$ cat config.mk
export PLATFORM = sky130hd
export DESIGN_NAME = cache_top
export DESIGN_NICKNAME = d
export VERILOG_FILES = /design/src/cache_pkg.sv /design/src/cache_ifs.sv /design/src/tag_store.sv /design/src/data_store.sv /design/src/cache_controller.sv /design/src/cache_top.sv
export SDC_FILE = /design/constraint.sdc
export NUM_CORES = 1
export LEC_CHECK = 0
export BUFFER_PORTS_ARGS = -buffer_cell sky130_fd_sc_hd__buf_2
export CAP_MARGIN = 25
export CORE_UTILIZATION = 50
export DETAILED_ROUTE_END_ITERATION = 6
export PLACE_DENSITY = 0.79
export SETUP_SLACK_MARGIN = 0.15
export SYNTH_ARGS = -nofsm -noshare
export SYNTH_HDL_FRONTEND = slang
export SYNTH_SLANG_ARGS = --single-unit
$ cat constraint.sdc
create_clock -name clk -period 4.04 [get_ports clk]
set_input_delay 0.606 -clock clk [delete_from_list [all_inputs] [get_ports clk]]
set_output_delay 0.606 -clock clk [all_outputs]
set_load 0.005 [all_outputs]
$ cat src/cache_pkg.sv
`default_nettype none

package cache_pkg;

	// Word and address geometry
	localparam int WORD_SIZE = 16;
	localparam int ADDR_WIDTH = 16;

	// Four lines of four words
	localparam int LINE_WORDS = 4;
	localparam int LINE_WIDTH = LINE_WORDS * WORD_SIZE;
	localparam int NUM_LINES = 4;

	// Address split is {tag, index, offset}
	localparam int OFFSET_BITS = $clog2(LINE_WORDS);
	localparam int INDEX_BITS = $clog2(NUM_LINES);
	localparam int TAG_WIDTH = ADDR_WIDTH - INDEX_BITS - OFFSET_BITS;
	localparam int LINE_ADDR_WIDTH = TAG_WIDTH + INDEX_BITS; // Memory side addresses lines

	typedef enum logic [2:0] {
		IDLE,            // Waiting for a processor request
		LOOKUP,          // Tag compare against the registered address
		WRITEBACK_REQ,   // Dirty victim offered to memory
		WRITEBACK_WAIT,
		FILL_REQ,        // Line read offered to memory
		FILL_WAIT,
		RESPOND          // One cycle of cpu_resp_valid
	} ctrl_state_t;

endpackage

`default_nettype wire

$ cat src/cache_ifs.sv
`default_nettype none

interface tag_if
	import cache_pkg::*;
();

	logic [INDEX_BITS-1:0] index;
	logic [TAG_WIDTH-1:0]  tag;
	logic                  fill_en;     // New tag, valid set, dirty cleared
	logic                  set_dirty;
	logic                  clear_dirty;
	logic                  hit;
	logic                  victim_dirty;
	logic [TAG_WIDTH-1:0]  victim_tag;  // Tag currently held at index

	modport ctrl (
		output index, tag, fill_en, set_dirty, clear_dirty,
		input  hit, victim_dirty, victim_tag
	);

	modport store (
		input  index, tag, fill_en, set_dirty, clear_dirty,
		output hit, victim_dirty, victim_tag
	);

endinterface

interface data_if
	import cache_pkg::*;
();

	logic [INDEX_BITS-1:0]  index;
	logic [OFFSET_BITS-1:0] offset;
	logic [WORD_SIZE-1:0]   word_wdata;
	logic                   word_we;
	logic [LINE_WIDTH-1:0]  line_wdata;
	logic                   line_we;     // Wins over word_we
	logic [WORD_SIZE-1:0]   word_rdata;
	logic [LINE_WIDTH-1:0]  line_rdata;

	modport ctrl (
		output index, offset, word_wdata, word_we, line_wdata, line_we,
		input  word_rdata, line_rdata
	);

	modport store (
		input  index, offset, word_wdata, word_we, line_wdata, line_we,
		output word_rdata, line_rdata
	);

endinterface

`default_nettype wire

$ cat src/tag_store.sv
`default_nettype none

module tag_store
	import cache_pkg::*;
(
	input  logic clk,
	input  logic reset_n,
	tag_if.store tif
);

	logic [TAG_WIDTH-1:0] tag_mem [NUM_LINES];
	logic [NUM_LINES-1:0] valid;
	logic [NUM_LINES-1:0] dirty;

	// Lookup is purely combinational on the index
	assign tif.hit = valid[tif.index] && (tag_mem[tif.index] == tif.tag);
	assign tif.victim_dirty = valid[tif.index] && dirty[tif.index];
	assign tif.victim_tag = tag_mem[tif.index];

	always_ff @(posedge clk) begin
		if (!reset_n) begin
			valid <= '0;
			dirty <= '0;
		end else begin
			if (tif.fill_en) begin
				valid[tif.index] <= 1'b1;
				dirty[tif.index] <= 1'b0; // Freshly filled line matches memory
			end else if (tif.set_dirty) begin
				dirty[tif.index] <= 1'b1;
			end else if (tif.clear_dirty) begin
				dirty[tif.index] <= 1'b0; // Write-back done
			end
		end
	end

	always_ff @(posedge clk) begin
		if (tif.fill_en) begin
			tag_mem[tif.index] <= tif.tag;
		end
	end

endmodule

`default_nettype wire

$ cat src/data_store.sv
`default_nettype none

module data_store
	import cache_pkg::*;
(
	input  logic  clk,
	data_if.store dif
);

	// Word 0 sits in the low bits of a line
	logic [LINE_WORDS-1:0][WORD_SIZE-1:0] lines [NUM_LINES];
	logic [LINE_WORDS-1:0][WORD_SIZE-1:0] cur_line;

	assign cur_line = lines[dif.index];

	assign dif.word_rdata = cur_line[dif.offset];
	assign dif.line_rdata = cur_line;

	always_ff @(posedge clk) begin
		if (dif.line_we) begin
			lines[dif.index] <= dif.line_wdata; // Fill from memory
		end else if (dif.word_we) begin
			lines[dif.index][dif.offset] <= dif.word_wdata;
		end
	end

endmodule

`default_nettype wire

$ cat src/cache_controller.sv
`default_nettype none

module cache_controller
	import cache_pkg::*;
(
	input  logic                       clk,
	input  logic                       reset_n,

	input  logic                       cpu_req_valid,
	output logic                       cpu_req_ready,
	input  logic                       cpu_req_write,
	input  logic [ADDR_WIDTH-1:0]      cpu_req_addr,
	input  logic [WORD_SIZE-1:0]       cpu_req_wdata,
	output logic                       cpu_resp_valid,
	output logic [WORD_SIZE-1:0]       cpu_resp_rdata,

	output logic                       mem_req_valid,
	input  logic                       mem_req_ready,
	output logic                       mem_req_write,
	output logic [LINE_ADDR_WIDTH-1:0] mem_req_addr,
	output logic [LINE_WIDTH-1:0]      mem_req_wdata,
	input  logic                       mem_resp_valid,
	input  logic [LINE_WIDTH-1:0]      mem_resp_rdata,

	output logic [WORD_SIZE-1:0]       num_access,
	output logic [WORD_SIZE-1:0]       num_hit,

	tag_if.ctrl                        tif,
	data_if.ctrl                       dif
);

	ctrl_state_t state;
	ctrl_state_t state_next;

	logic                   req_write;
	logic [ADDR_WIDTH-1:0]  req_addr;
	logic [WORD_SIZE-1:0]   req_wdata;
	logic [TAG_WIDTH-1:0]   req_tag;
	logic [INDEX_BITS-1:0]  req_index;
	logic [OFFSET_BITS-1:0] req_offset;

	logic                   accept;
	logic                   lookup_hit;
	logic                   fill_done;
	logic                   wb_done;
	logic                   missed;     // First lookup of this request missed
	logic [WORD_SIZE-1:0]   resp_rdata;

	assign accept = cpu_req_valid && cpu_req_ready;
	assign {req_tag, req_index, req_offset} = req_addr;
	assign lookup_hit = (state == LOOKUP) && tif.hit;
	assign fill_done = (state == FILL_WAIT) && mem_resp_valid;
	assign wb_done = (state == WRITEBACK_WAIT) && mem_resp_valid;

	always_comb begin
		state_next = state;
		case (state)
			IDLE: begin
				if (accept) begin
					state_next = LOOKUP;
				end
			end
			LOOKUP: begin
				if (tif.hit) begin
					state_next = RESPOND;
				end else if (tif.victim_dirty) begin
					state_next = WRITEBACK_REQ;
				end else begin
					state_next = FILL_REQ;
				end
			end
			WRITEBACK_REQ: begin
				if (mem_req_ready) begin
					state_next = WRITEBACK_WAIT;
				end
			end
			WRITEBACK_WAIT: begin
				if (mem_resp_valid) begin
					state_next = FILL_REQ;
				end
			end
			FILL_REQ: begin
				if (mem_req_ready) begin
					state_next = FILL_WAIT;
				end
			end
			FILL_WAIT: begin
				if (mem_resp_valid) begin
					state_next = LOOKUP; // Retry now hits
				end
			end
			RESPOND: state_next = IDLE;
			default: state_next = IDLE;
		endcase
	end

	always_ff @(posedge clk) begin
		if (!reset_n) begin
			state <= IDLE;
		end else begin
			state <= state_next;
		end
	end

	always_ff @(posedge clk) begin
		if (accept) begin
			req_write <= cpu_req_write;
			req_addr <= cpu_req_addr;
			req_wdata <= cpu_req_wdata;
		end
	end

	always_ff @(posedge clk) begin
		if (!reset_n) begin
			missed <= 1'b0;
		end else if (accept) begin
			missed <= 1'b0;
		end else if ((state == LOOKUP) && !tif.hit) begin
			missed <= 1'b1;
		end
	end

	always_ff @(posedge clk) begin
		if (lookup_hit) begin
			resp_rdata <= dif.word_rdata; // Old word on a write, unused there
		end
	end

	// Both counters move on the edge into RESPOND
	always_ff @(posedge clk) begin
		if (!reset_n) begin
			num_access <= '0;
			num_hit <= '0;
		end else if (lookup_hit) begin
			num_access <= num_access + 1'b1;
			if (!missed) begin
				num_hit <= num_hit + 1'b1;
			end
		end
	end

	assign cpu_req_ready = (state == IDLE);
	assign cpu_resp_valid = (state == RESPOND);
	assign cpu_resp_rdata = resp_rdata;

	// Request payload comes straight from the stores, stable while waiting
	assign mem_req_valid = (state == WRITEBACK_REQ) || (state == FILL_REQ);
	assign mem_req_write = (state == WRITEBACK_REQ);
	assign mem_req_addr = mem_req_write ? {tif.victim_tag, req_index} : {req_tag, req_index};
	assign mem_req_wdata = dif.line_rdata;

	assign tif.index = req_index;
	assign tif.tag = req_tag;
	assign tif.fill_en = fill_done;
	assign tif.set_dirty = lookup_hit && req_write;
	assign tif.clear_dirty = wb_done;

	assign dif.index = req_index;
	assign dif.offset = req_offset;
	assign dif.word_wdata = req_wdata;
	assign dif.word_we = lookup_hit && req_write;
	assign dif.line_wdata = mem_resp_rdata;
	assign dif.line_we = fill_done;

endmodule

`default_nettype wire

$ cat src/cache_top.sv
`default_nettype none

module cache_top
	import cache_pkg::*;
(
	input  logic                       clk,
	input  logic                       reset_n,

	// Processor port
	input  logic                       cpu_req_valid,
	output logic                       cpu_req_ready,
	input  logic                       cpu_req_write,
	input  logic [ADDR_WIDTH-1:0]      cpu_req_addr,
	input  logic [WORD_SIZE-1:0]       cpu_req_wdata,
	output logic                       cpu_resp_valid,
	output logic [WORD_SIZE-1:0]       cpu_resp_rdata,

	// Line-wide memory port
	output logic                       mem_req_valid,
	input  logic                       mem_req_ready,
	output logic                       mem_req_write,
	output logic [LINE_ADDR_WIDTH-1:0] mem_req_addr,
	output logic [LINE_WIDTH-1:0]      mem_req_wdata,
	input  logic                       mem_resp_valid,
	input  logic [LINE_WIDTH-1:0]      mem_resp_rdata,

	output logic [WORD_SIZE-1:0]       num_access,
	output logic [WORD_SIZE-1:0]       num_hit
);

	tag_if  tif ();
	data_if dif ();

	tag_store u_tag_store (
		.clk     (clk),
		.reset_n (reset_n),
		.tif     (tif.store)
	);

	data_store u_data_store (
		.clk (clk),
		.dif (dif.store)
	);

	cache_controller u_controller (
		.clk            (clk),
		.reset_n        (reset_n),
		.cpu_req_valid  (cpu_req_valid),
		.cpu_req_ready  (cpu_req_ready),
		.cpu_req_write  (cpu_req_write),
		.cpu_req_addr   (cpu_req_addr),
		.cpu_req_wdata  (cpu_req_wdata),
		.cpu_resp_valid (cpu_resp_valid),
		.cpu_resp_rdata (cpu_resp_rdata),
		.mem_req_valid  (mem_req_valid),
		.mem_req_ready  (mem_req_ready),
		.mem_req_write  (mem_req_write),
		.mem_req_addr   (mem_req_addr),
		.mem_req_wdata  (mem_req_wdata),
		.mem_resp_valid (mem_resp_valid),
		.mem_resp_rdata (mem_resp_rdata),
		.num_access     (num_access),
		.num_hit        (num_hit),
		.tif            (tif.ctrl),
		.dif            (dif.ctrl)
	);

endmodule

`default_nettype wire

==> impl.org, run 1 <==
** CTS
- Maximum number of buffers from clock root to sink :: 3
- Cell chosen for the clock root :: clkbuf_16
- Clock insertion delay at the later pin of the skew report :: 0.54 ns
- Number of clock sinks :: 399
- TritonCTS clock tree :: done
- After clock tree synthesis, the clock-pin slew on the worst setup and hold paths is 0.07 ns.
- TritonCTS created 40 clock buffers.
- CTS HTree Levels :: 2

** Timing
- Derived from the worst setup path, the maximum achievable clock frequency is 265.2 MHz.
- Unrepaired setup endpoints after global routing :: no
- Worst rel slew slack :: 34.49%
- Counting I/O delays and the setup requirement, the final critical path takes 3.771 ns.
- For the pin with the worst max-slew slack, the measured transition is 0.9827 ns.
- Worst Setup Slack, final :: 0.2687 ns
- Final hold violation count :: 0
- Across the routed clock network, the largest skew measured is 0.03067 ns.
- After routing, the total negative slack on setup checks comes to 0 ns.
- Final worst path period share :: 93.35%
- Final number of setup-violating endpoints :: 0
- The final count of pins violating max slew was 0.

** Logic synthesis
- Most used standard cell by instance count after synthesis :: edfxtp_1
- Number of enable flip-flop cells after synthesis :: 353
- Main area contributors after synthesis :: edfxtp_1 (65%), mux4_2 (13%), dfxtp_1 (5.7%), mux2_2 (5.4%), a21oi_1 (1.2%)
- Flops & latches, synth :: 399
- Sorting the synthesized cells by how often they occur yields edfxtp_1 (353), mux4_2 (92), mux2_2 (78), dfxtp_1 (46), a21oi_1 (40).
- Synthesis produced a netlist whose cell count is 880.
- Synth async-reset ratio :: 0%
- Largest area contributor in the synthesized netlist :: edfxtp_1
- Sequential share of the synthesized area :: 70.73%
- Share of Yosys cell area claimed by the top area cell type :: 65.07%
- Average size of a mapped cell :: 18.51 um2
- When the netlist entered floorplanning its net count stood at 984.
- Primary flip-flop cell chosen by synthesis mapping :: edfxtp_1
- Yosys mapped the design onto 47 distinct sky130hd cell types.
- Warning count from the yosys run :: 0
- Post-synth design cell area :: 0.01629 mm2

** Final layout
- The area growth from synthesis to layout is 19.76%.
- Once layout is done, the placed cells without fillers occupy 0.01951 mm2.
- For this run, the post-layout net count is 1252.
- Layout cells sized above 1 :: 45.08%

** Placement
- Routability Congestion :: 0.8125
- Cell area after placement :: 0.01814 mm2
- Half-perimeter wire length of the detailed placement result :: 25960 um
- Placement-stage worst setup slack :: 0.2384 ns
- The count of buffers added on input and output ports is 231.

** Setup path
- Critical path type :: flip-flop to flip-flop
- Worst endpoint required time :: 4.30 ns
- In this run the worst path has a maximum fanout of 18.
- The worst setup path is captured at a flip-flop.
- Kind of launch point of the worst setup path :: flip-flop
- Data arrival time of the critical path :: 4.03 ns

** Floorplan
- Height of the chip :: 182.5 um
- Initial standard-cell utilization of the core :: 51.23%
- Area of the die :: 0.03330 mm2
- The initialized floorplan defines 65 standard-cell rows.
- The core region is 0.03180 mm2.
- The die is 182.5 um wide.
- Count of pins on the block boundary :: 232

** Power
- Cell Pwr Density :: 461.3 mW/mm2
- Leak :: 6.765 nW
- Max VDD drop :: 0.0004016 V

** Flow run
- Max-Cap Viols :: 0

** Routing
- The final layout contains routed wiring with a total length of 38210 um.
- In the routed design, unresolved DRC markers number 0.
- Mean routed wirelength per cell :: 23.64 um
- For this run, the detailed router's first-pass iteration total came to 5.
- Vias after detailed routing :: 9531
- After detailed routing, the number of vias per cell comes to 5.898.
- The first routing iteration left 876 violations.
- Count of nets left with antenna violations after detail routing :: 0

** Global routing
- Pin count of the biggest net entering global routing :: 65
- The initial antenna violation count was 8.
- For this run the aggregate overflow at the end of global routing stands at 0.
- The number of global-route vias before repair is 9336.
- Across every metal layer, demand over resource in global routing totals 22.87%.
- Global-route wire length before repair :: 56220 um

** Run status
- Result of the run :: complete, no violations

** Worst hold path
- Hold Path Class :: input port to flip-flop
==> cells by family after synthesis <==
kind of cell             Yosys count  share of synthesized area (%)
AO/OA/AOI/OAI                     93                          3.587
multiplexers                     180                          18.76
buffers and inverters             67                          1.813
AND/OR/NAND/NOR                  127                          4.317
XOR/XNOR                          12                         0.6452
flip-flops                       399                          70.73
adder cells (fa/ha/maj)            2                         0.1536
==> cell type report <==
cell class	instances	area, um2
clock buffer	48	1074
inverter	17	63.81
multi-input combinational	415	4554
sequential	399	11530
antenna	3	7.507
tap	435	544.3
fill	2266	12290
timing repair buffer	275	1535
clock inverter	24	200.2
==> timing repair <==
action,CTS,global route
gates resized for setup,1,2
hold buffers,0,0
setup endpoints to repair,10,131
pin swaps,0,1
gates cloned,0,1
setup buffers,0,3
==> layout by cell type, fill, tap and decap left out, types with 11 or more instances in the layout <==
cell	instances
nor2_1	21
clkbuf_16	42
mux2_2	78
nand2_1	26
or3_1	12
nand3_1	12
a21oi_1	24
edfxtp_1	353
inv_1	17
mux4_2	92
dfxtp_1	44
buf_4	40
buf_2	231
a21oi_2	15
nand2b_1	11
o21ai_0	16
==> report_power, final <==
part	internal, mW	switching (mW)
logic	0.390	0.394
clock network	2.09	1.50
registers	4.55	0.0732
total	7.03	1.97
==> worst max-delay path, stage by stage, from the launching register on <==
cell     delay, ns
dfxtp_4       0.41
mux4_2        0.54
xor2_1        0.16
or4_4         0.53
a21oi_4       0.23
nand2_4       0.22
or4_2         0.99
mux2_2        0.40
==> stage by stage <==
| step | hold WS (ns) | instances | util (%) | power, mW |
|---|---|---|---|---|
| final | 0.2429 | 1616 | 61.35 | 9.000 |
| after global routing | 0.2191 | 1614 | 61.33 | 9.281 |
| after CTS | 0.2265 | 1608 | 61.06 | 9.040 |
| after detailed placement | 0.4591 | 1536 | 57.04 | 5.483 |
| after global placement | 0.4473 | 1536 | 57.04 | 5.468 |
| after floorplan | 0.4348 | 880 | - | 5.154 |
==> routing by layer <==
| layer | vias up | wire length (um) | GRT usage, % |
|---|---|---|---|
| met3 | 69 | 3681 | 5.508 |
| met5 | - | 69 | 0 |
| met4 | 10 | 963 | 7.261 |
| li1 | 4130 | - | - |
| met1 | 4794 | 15220 | 31.40 |
| met2 | 528 | 18270 | 36.27 |
==> path summary, 6_finish.rpt <==
kind	cells past startpoint	to	slack, ns	startpoint
worst min register to register	2	u_controller.num_access[15]	0.47	u_controller.num_access[15]
worst max-delay path	7	u_data_store.lines[3][18]	0.27	flip-flop
worst max register to register	7	u_data_store.lines[3][18]	0.27	flip-flop
worst min-delay path	1	u_controller.req_addr[14]	0.24	cpu_req_addr[14]
==> flip-flops by register name, summed over array words and instances, names as in the netlist, named ones only <==
signal                       cells
u_controller.dif.word_wdata     16
u_controller.cpu_resp_rdata     16
u_controller.num_hit            16
u_controller.req_addr           16
u_controller.num_access         16
u_tag_store.tag_mem             48
u_controller.missed              1
u_controller.state               3
u_tag_store.valid                4
u_controller.req_write           1
u_data_store.lines             256
No activity file was read; power rests on OpenSTA's default activity.
==> run 2, diff against run 1 <==
--- a/config.mk
+++ b/config.mk
@@ -7,9 +7,11 @@
 export LEC_CHECK = 0
 export BUFFER_PORTS_ARGS = -buffer_cell sky130_fd_sc_hd__buf_2
 export CAP_MARGIN = 25
-export CORE_UTILIZATION = 50
+export CELL_PAD_IN_SITES_DETAIL_PLACEMENT = 0
+export CELL_PAD_IN_SITES_GLOBAL_PLACEMENT = 1
+export CORE_UTILIZATION = 44
 export DETAILED_ROUTE_END_ITERATION = 6
-export PLACE_DENSITY = 0.79
+export PLACE_DENSITY = 0.81
 export SETUP_SLACK_MARGIN = 0.15
 export SYNTH_ARGS = -nofsm -noshare
 export SYNTH_HDL_FRONTEND = slang
==> impl.org, run 2 (synthesized netlist as in run 1, its figures left out) <==
** Routing
- Met3 wire length :: 2851 um
- After detailed routing, the wire length on met1 is 16170 um.
- Mean routed wirelength per cell :: 23.77 um
- In this run the top signal layer used is met5.
- DR vias/cell :: 5.687
- DR WL met2 :: 19130 um
- Wirelength, routed :: 39030 um
- In this run, the number of DRC markers left after iteration 0 of detailed routing was 713.
- The routed layout has 9338 vias.
- After detailed routing, the number of remaining DRC violations is 0.
- First-pass iteration count of the detailed router :: 5
- Count of nets left with antenna violations after detail routing :: 0

** Placement
- Half-perimeter wire length of the detailed placement result :: 27170 um
- OpenSTA, run right after detailed placement, puts the worst setup slack at 0.2489 ns.
- Routability Congestion :: 0.7725
- I/O Buffers :: 231

** Setup path
- Endpoint type of the worst setup path :: flip-flop
- For this run, the slowest stage of the critical path takes 0.66 ns.
- Cell-by-cell trace of the critical path :: mux4_2 -> xor2_1 -> or4_4 -> a21oi_4 -> nand2_4 -> or4_4 -> a21oi_2 -> buf_4
- Cell with the biggest individual delay on the critical path :: or4_4
- Kind of launch point of the worst setup path :: flip-flop
- The critical path in this run is classified as flip-flop to flip-flop.
- Library cell appearing most often on the critical path :: or4_4
- STA puts the critical path data arrival time at 3.90 ns.
- Worst endpoint required time :: 4.24 ns
- Maximum fanout along the worst path :: 20

** Floorplan
- Initial standard-cell utilization of the core :: 44.60%
- Count of pins on the block boundary :: 232
- From bottom edge to top edge, the die measures 194.4 um.
- Area of the die :: 0.03780 mm2
- Placement Rows :: 70
- The core region is 0.03652 mm2.
- Die W :: 194.4 um

** Final layout
- After filler insertion, the fill cell instance count of the layout stands at 2895.
- After the last flow step, the layout net total stands at 1249.
- Largest regs :: u_data_store.lines: 256 flops, u_tag_store.tag_mem: 48 flops
- From synthesis to final layout, the design area changed by 19.78%.
- In the layout the commonest cells are edfxtp_1 (353), buf_2 (231), mux4_2 (92).
- Of the cells placed in the final design, the portion with a size suffix greater than 1 is 44.92%.
- The register with the most flip-flops in the layout has 256 of them.
- The register with the most flip-flops in the final layout is u_data_store.lines.
- Most common cell after layout, fill and taps aside :: edfxtp_1

** Timing
- In this run the tightest slew margin relative to its limit is 33.76%.
- Final worst path period share :: 91.65%
- Derived from the worst setup path, the maximum achievable clock frequency is 270.1 MHz.
- Once routing completed, OpenROAD measured the worst setup slack at 0.3375 ns.
- Unrepaired setup endpoints after global routing :: no
- The routed design could run at a clock period as short as 3.703 ns.
- The final count of pins violating max slew was 0.
- Final number of setup-violating endpoints :: 0
- At the pin with the least slew margin, the transition time is 0.9937 ns.
- Final setup TNS :: 0 ns
- Final hold violation count :: 0
- Across the routed clock network, the largest skew measured is 0.02575 ns.

** CTS
- In this run the number of H-tree levels came out at 2.
- Counting along the longest clock path gives a buffer depth of 3.
- The clock net in this run drives a total of 399 sinks.
- TritonCTS clock tree :: done
- Clock-pin slew was measured on the worst setup and hold paths at 0.06 ns.
- Hold repair after CTS inserted 0 buffers.
- Number of clock buffers inserted by TritonCTS :: 42
- The cell sitting at the root of the clock tree is a clkbuf_16.
- Clock latency on the worst-skew pair, taken at its later pin, is 0.53 ns.
- After clock tree synthesis, the setup repair step added 0 buffers.

** Global routing
- The number of global-route vias before repair came to 9219.
- Summed over all layers, the global routing overflow is 0.
- Overall track demand over capacity in global routing :: 20.60%
- Pin count of the biggest net entering global routing :: 65
- Number of antenna violations at the first check in global routing :: 7
- The first global-routing pass estimated 57800 um of wire.

** Worst hold path
- The worst hold path belongs to the class input port to flip-flop.

** Power
- The analysis attributes to cell leakage a power of 6.737 nW.
- Cell Pwr Density :: 463.5 mW/mm2
- VDD sags by at most 0.0003601 V.
- Pwr Total :: 9.044 mW

** Run status
- Result of the run :: complete, no violations

** Flow run
- Max-Cap Viols :: 0
run 2: worst max-delay path, delay by kind of cell (launching register included):
kind | cells | cell delay (ns)
compound gates | 2 | 0.42
xor+xnor | 1 | 0.16
buf+inv | 1 | 0.31
flops | 1 | 0.51
mux | 1 | 0.57
simple gates | 3 | 1.38
run 2: per-layer routing:
metal,track usage (%),vias up
met5,0,-
met4,5.291,10
met3,4.112,66
met2,34.17,362
met1,27.89,4764
li1,-,4136
run 2: timing repair:
item                       4_1_cts  5_1_grt
resized for setup                1        2
pin swaps                        0        0
setup endpoints to repair       10       66
run 2: power by group:
group | switching (mW) | internal (mW) | total, mW | leakage (nW)
clock | 1.50 | 2.14 | 3.64 | 0.621
combinational | 0.391 | 0.382 | 0.773 | 2.55
sequential | 0.0788 | 4.55 | 4.63 | 3.56
total | 1.97 | 7.07 | 9.04 | 6.74
run 2: worst paths after layout:
path                            slack (ns)  cells after the start                   startpoint                          end
worst min register to register        0.47                      2  u_controller.num_access[15]  u_controller.num_access[15]
worst max-delay path                  0.34                      8                    flip-flop    u_data_store.lines[1][31]
worst max register to register        0.34                      8                    flip-flop    u_data_store.lines[1][31]
worst min-delay path                  0.25                      1             cpu_req_addr[11]    u_controller.req_addr[11]
run 2: stage by stage:
step / hold slack (ns) / util [%] / area, um2 / instances
5_1_grt: 0.2213 / 53.40 / 19500 / 1639
6_report: 0.2453 / 53.42 / 19510 / 1642
3_3_place_gp: 0.4456 / 49.76 / 18170 / 1568
2_1_floorplan: 0.4348 / - / 16290 / 880
3_5_place_dp: 0.4575 / 49.83 / 18200 / 1569
4_1_cts: 0.2252 / 53.37 / 19490 / 1639
run 2: layout make-up:
| class | instances | area, um2 | area share [%] |
|---|---|---|---|
| well taps | 468 | 585.6 | 3.001 |
| flip-flops and latches | 399 | 11530 | 59.09 |
| multi-input cells | 414 | 4546 | 23.30 |
| repair buffers | 271 | 1493 | 7.650 |
| inverters | 17 | 63.81 | 0.3270 |
| clock buffers | 52 | 1110 | 5.688 |
| clock inverters | 18 | 177.7 | 0.9106 |
| diodes | 3 | 7.507 | 0.03848 |
==> run 3, diff against run 2 <==
--- a/config.mk
+++ b/config.mk
@@ -9,9 +9,10 @@
 export CAP_MARGIN = 25
 export CELL_PAD_IN_SITES_DETAIL_PLACEMENT = 0
 export CELL_PAD_IN_SITES_GLOBAL_PLACEMENT = 1
-export CORE_UTILIZATION = 44
+export CORE_ASPECT_RATIO = 0.6
+export CORE_UTILIZATION = 50
 export DETAILED_ROUTE_END_ITERATION = 6
-export PLACE_DENSITY = 0.81
+export PLACE_DENSITY = 0.86
 export SETUP_SLACK_MARGIN = 0.15
 export SYNTH_ARGS = -nofsm -noshare
 export SYNTH_HDL_FRONTEND = slang
==> constraint.sdc (replaced) <==
create_clock -name clk -period 4.75 [get_ports clk]
set_input_delay 0.7125 -clock clk [delete_from_list [all_inputs] [get_ports clk]]
set_output_delay 0.7125 -clock clk [all_outputs]
set_load 0.005 [all_outputs]
==> impl.org, run 3 (synthesized netlist as in run 1, its figures left out) <==
** Timing
- Final setup TNS :: 0 ns
- Once routing completed, OpenROAD measured the worst setup slack at 0.7654 ns.
- Final number of setup-violating endpoints :: 0
- Static timing analysis puts the maximum clock frequency at 251.0 MHz.
- Final worst path period share :: 83.89%
- The count of final hold-check violations was 0.
- Slew at the pin closest to its max-slew limit :: 0.9427 ns
- Max-slew violation total from the final report :: 0
- Worst rel slew slack :: 37.15%
- Min Tclk post-route :: 3.985 ns
- Unrepaired setup endpoints after global routing :: no
- Across the routed clock network, the largest skew measured is 0.02500 ns.

** Setup path
- Walking the worst path, the cells encountered are mux4_2 -> xor2_1 -> or4_4 -> a21oi_4 -> nand2_4 -> or3_1 -> a21oi_1 -> buf_4.
- The worst setup path is launched from a flip-flop.
- Data arrival time of the critical path :: 4.21 ns
- Total buffers and inverters traversed by the critical path :: 1
- Maximum fanout along the worst path :: 20
- Worst endpoint required time :: 4.98 ns
- STA classifies the critical path endpoint as a flip-flop.
- Critical path type :: flip-flop to flip-flop
- On the worst path, the slowest cell contributes a delay of 0.77 ns.
- Critical path's top delay family :: simple AND/OR/NAND/NOR gates
- Cell with the biggest individual delay on the critical path :: or3_1

** Flow run
- Max-Cap Viols :: 0

** Routing
- The first detailed-routing pass ran for 6 iterations.
- In the routed design, unresolved DRC markers number 0.
- Count of nets left with antenna violations after detail routing :: 0
- Vias after detailed routing :: 9505
- Mean routed wirelength per cell :: 26.05 um
- Iter 0 DRT Violations :: 1041
- Dividing the detail-routed via count by the number of cells gives 5.993.
- Wirelength, routed :: 41320 um

** Run status
- Result of the run :: complete, no violations

** CTS
- The later pin in the worst-skew pair is clocked with a latency of 0.53 ns.
- Maximum number of buffers from clock root to sink :: 3
- In this run the number of H-tree levels came out at 2.
- Counting the buffers created by CTS gives 37.
- Once the clock tree was built, the setup fixing pass inserted 0 buffers.
- TritonCTS clock tree :: done
- Hold repair after CTS inserted 0 buffers.
- Cell chosen for the clock root :: clkbuf_16
- Gates resized during post-CTS repair numbered 0.
- CTS saw 399 sinks.
- After clock tree synthesis, the clock-pin slew on the worst setup and hold paths is 0.06 ns.

** Placement
- I/O Buffers :: 231
- Routability Congestion :: 0.8546
- Half-perimeter wire length of the detailed placement result :: 29510 um
- Placement-stage worst setup slack :: 0.7969 ns

** Power
- For this design the ratio of total power to cell area is 394.3 mW/mm2.
- Int Power :: 5.934 mW
- Summed over all nets, the switching power comes to 1.681 mW.
- Leak :: 6.689 nW
- The share of total power dissipated in combinational logic is 9.1%.
- Switching part of the total power :: 22.07%
- Proportion of power drawn by flip-flops and latches :: 51.8%
- The worst-case IR drop observed on VDD is 0.0001980 V.
- The clock network burns 39.1% of the power.

** Global routing
- Pin count of the biggest net entering global routing :: 38
- Number of antenna violations at the first check in global routing :: 5
- Gr ovfl total :: 0
- Number of global-route vias before repair :: 9145
- In the global route stage, overall resource usage came out at 24.66%.
- Global-route wire length before repair :: 58930 um

** Floorplan
- In this run the standard cell core region covers 0.03159 mm2.
- Pin placement for this block handled 232 I/O pins.
- The floorplan step set the die width to 235.0 um.
- Height of the chip :: 141.8 um
- The floorplan step defined a die boundary enclosing 0.03333 mm2.
- Placement Rows :: 50
- Initial standard-cell utilization of the core :: 51.56%

** Final layout
- Of the cells placed in the final design, the portion with a size suffix greater than 1 is 44.07%.
- The filler cells instantiated in the layout total 2308.
- Layout Area Growth over Synthesis :: 18.55%
- The top cell types in the final layout, fill and taps aside, are edfxtp_1 (353), buf_2 (231), mux4_2 (92).
- Most common cell after layout, fill and taps aside :: edfxtp_1
- Across the whole layout, storage elements account for 0.01153 mm2.
- Largest regs :: u_data_store.lines: 256 flops, u_tag_store.tag_mem: 48 flops
- Summing all multi-input logic gate instances after layout gives 0.004518 mm2.
- After the last flow step, the layout net total stands at 1243.
- Ranked by flip-flop count, first place goes to u_data_store.lines.
- Largest register FFs :: 256

** Worst hold path
- The tightest min-delay check is of the input port to flip-flop type.
[run 3: changes by cell type in the layout (fill, tap and decap cells not counted), moves of 2 or more]
cell	delta
a21oi_1	+4
bufinv_16	+2
clkbuf_16	-5
a21oi_2	-3
buf_8	+2
diode_2	+3
[run 3: cell type report]
cell class                      instances  share of cell area [%]
Antenna cell                            6                 0.07775
Clock buffer                           47                   5.099
Clock inverter                         17                   1.121
Inverter                               17                  0.3304
Multi-Input combinational cell        414                   23.40
Sequential cell                       399                   59.70
Tap cell                              416                   2.695
Timing Repair Buffer                  270                   7.581
[run 3: final timing paths]
| path | from | endpoint | slack [ns] | depth (start not counted) |
|---|---|---|---|---|
| worst max register to register | flip-flop | u_data_store.lines[1][41] | 0.77 | 8 |
| worst min register to register | flip-flop | flip-flop | 0.47 | 2 |
| worst max-delay path | flip-flop | u_data_store.lines[1][41] | 0.77 | 8 |
| worst min-delay path | cpu_req_wdata[15] | u_controller.dif.word_wdata[15] | 0.36 | 1 |
[run 3: metal layers]
layer  vias up  wire (um)  GRT usage, %
li1       4117          -             -
met1      4878      18590         37.46
met2       450      17600         34.39
met3        60       4366         7.607
met4         0        760         6.544
met5         -          0             0
[run 3: power groups by stage]
stage          Combinational [mW]  Sequential, mW  Clock (mW)
2_1_floorplan               0.418            3.97           0
3_3_place_gp                0.679            4.02           0
3_5_place_dp                0.687            4.02           0
4_1_cts                     0.690            3.95        3.03
5_1_grt                     0.736            3.95        3.15
6_report                    0.693            3.95        2.98
[run 3: worst reg2reg max path: cells and delay by family, from the launching register on]
kind	cells	cell delay (ns)
flip-flops	1	0.52
AND/OR/NAND/NOR	3	1.55
AO/OA/AOI/OAI	2	0.66
buffers and inverters	1	0.24
XOR/XNOR	1	0.16
multiplexers	1	0.57
[run 3: stage by stage]
| step | cells | hold slack [ns] | instance area [um2] | util [%] | power (mW) |
|---|---|---|---|---|---|
| 5_1_grt | 1584 | 0.3402 | 19310 | 61.11 | 7.837 |
| 3_5_place_dp | 1515 | 0.4619 | 18080 | 57.23 | 4.709 |
| 2_1_floorplan | 880 | 0.4348 | 16290 | - | 4.384 |
| 3_3_place_gp | 1514 | 0.4434 | 18060 | 57.18 | 4.697 |
| 6_report | 1586 | 0.3643 | 19310 | 61.12 | 7.615 |
| 4_1_cts | 1579 | 0.3373 | 19280 | 61.03 | 7.665 |
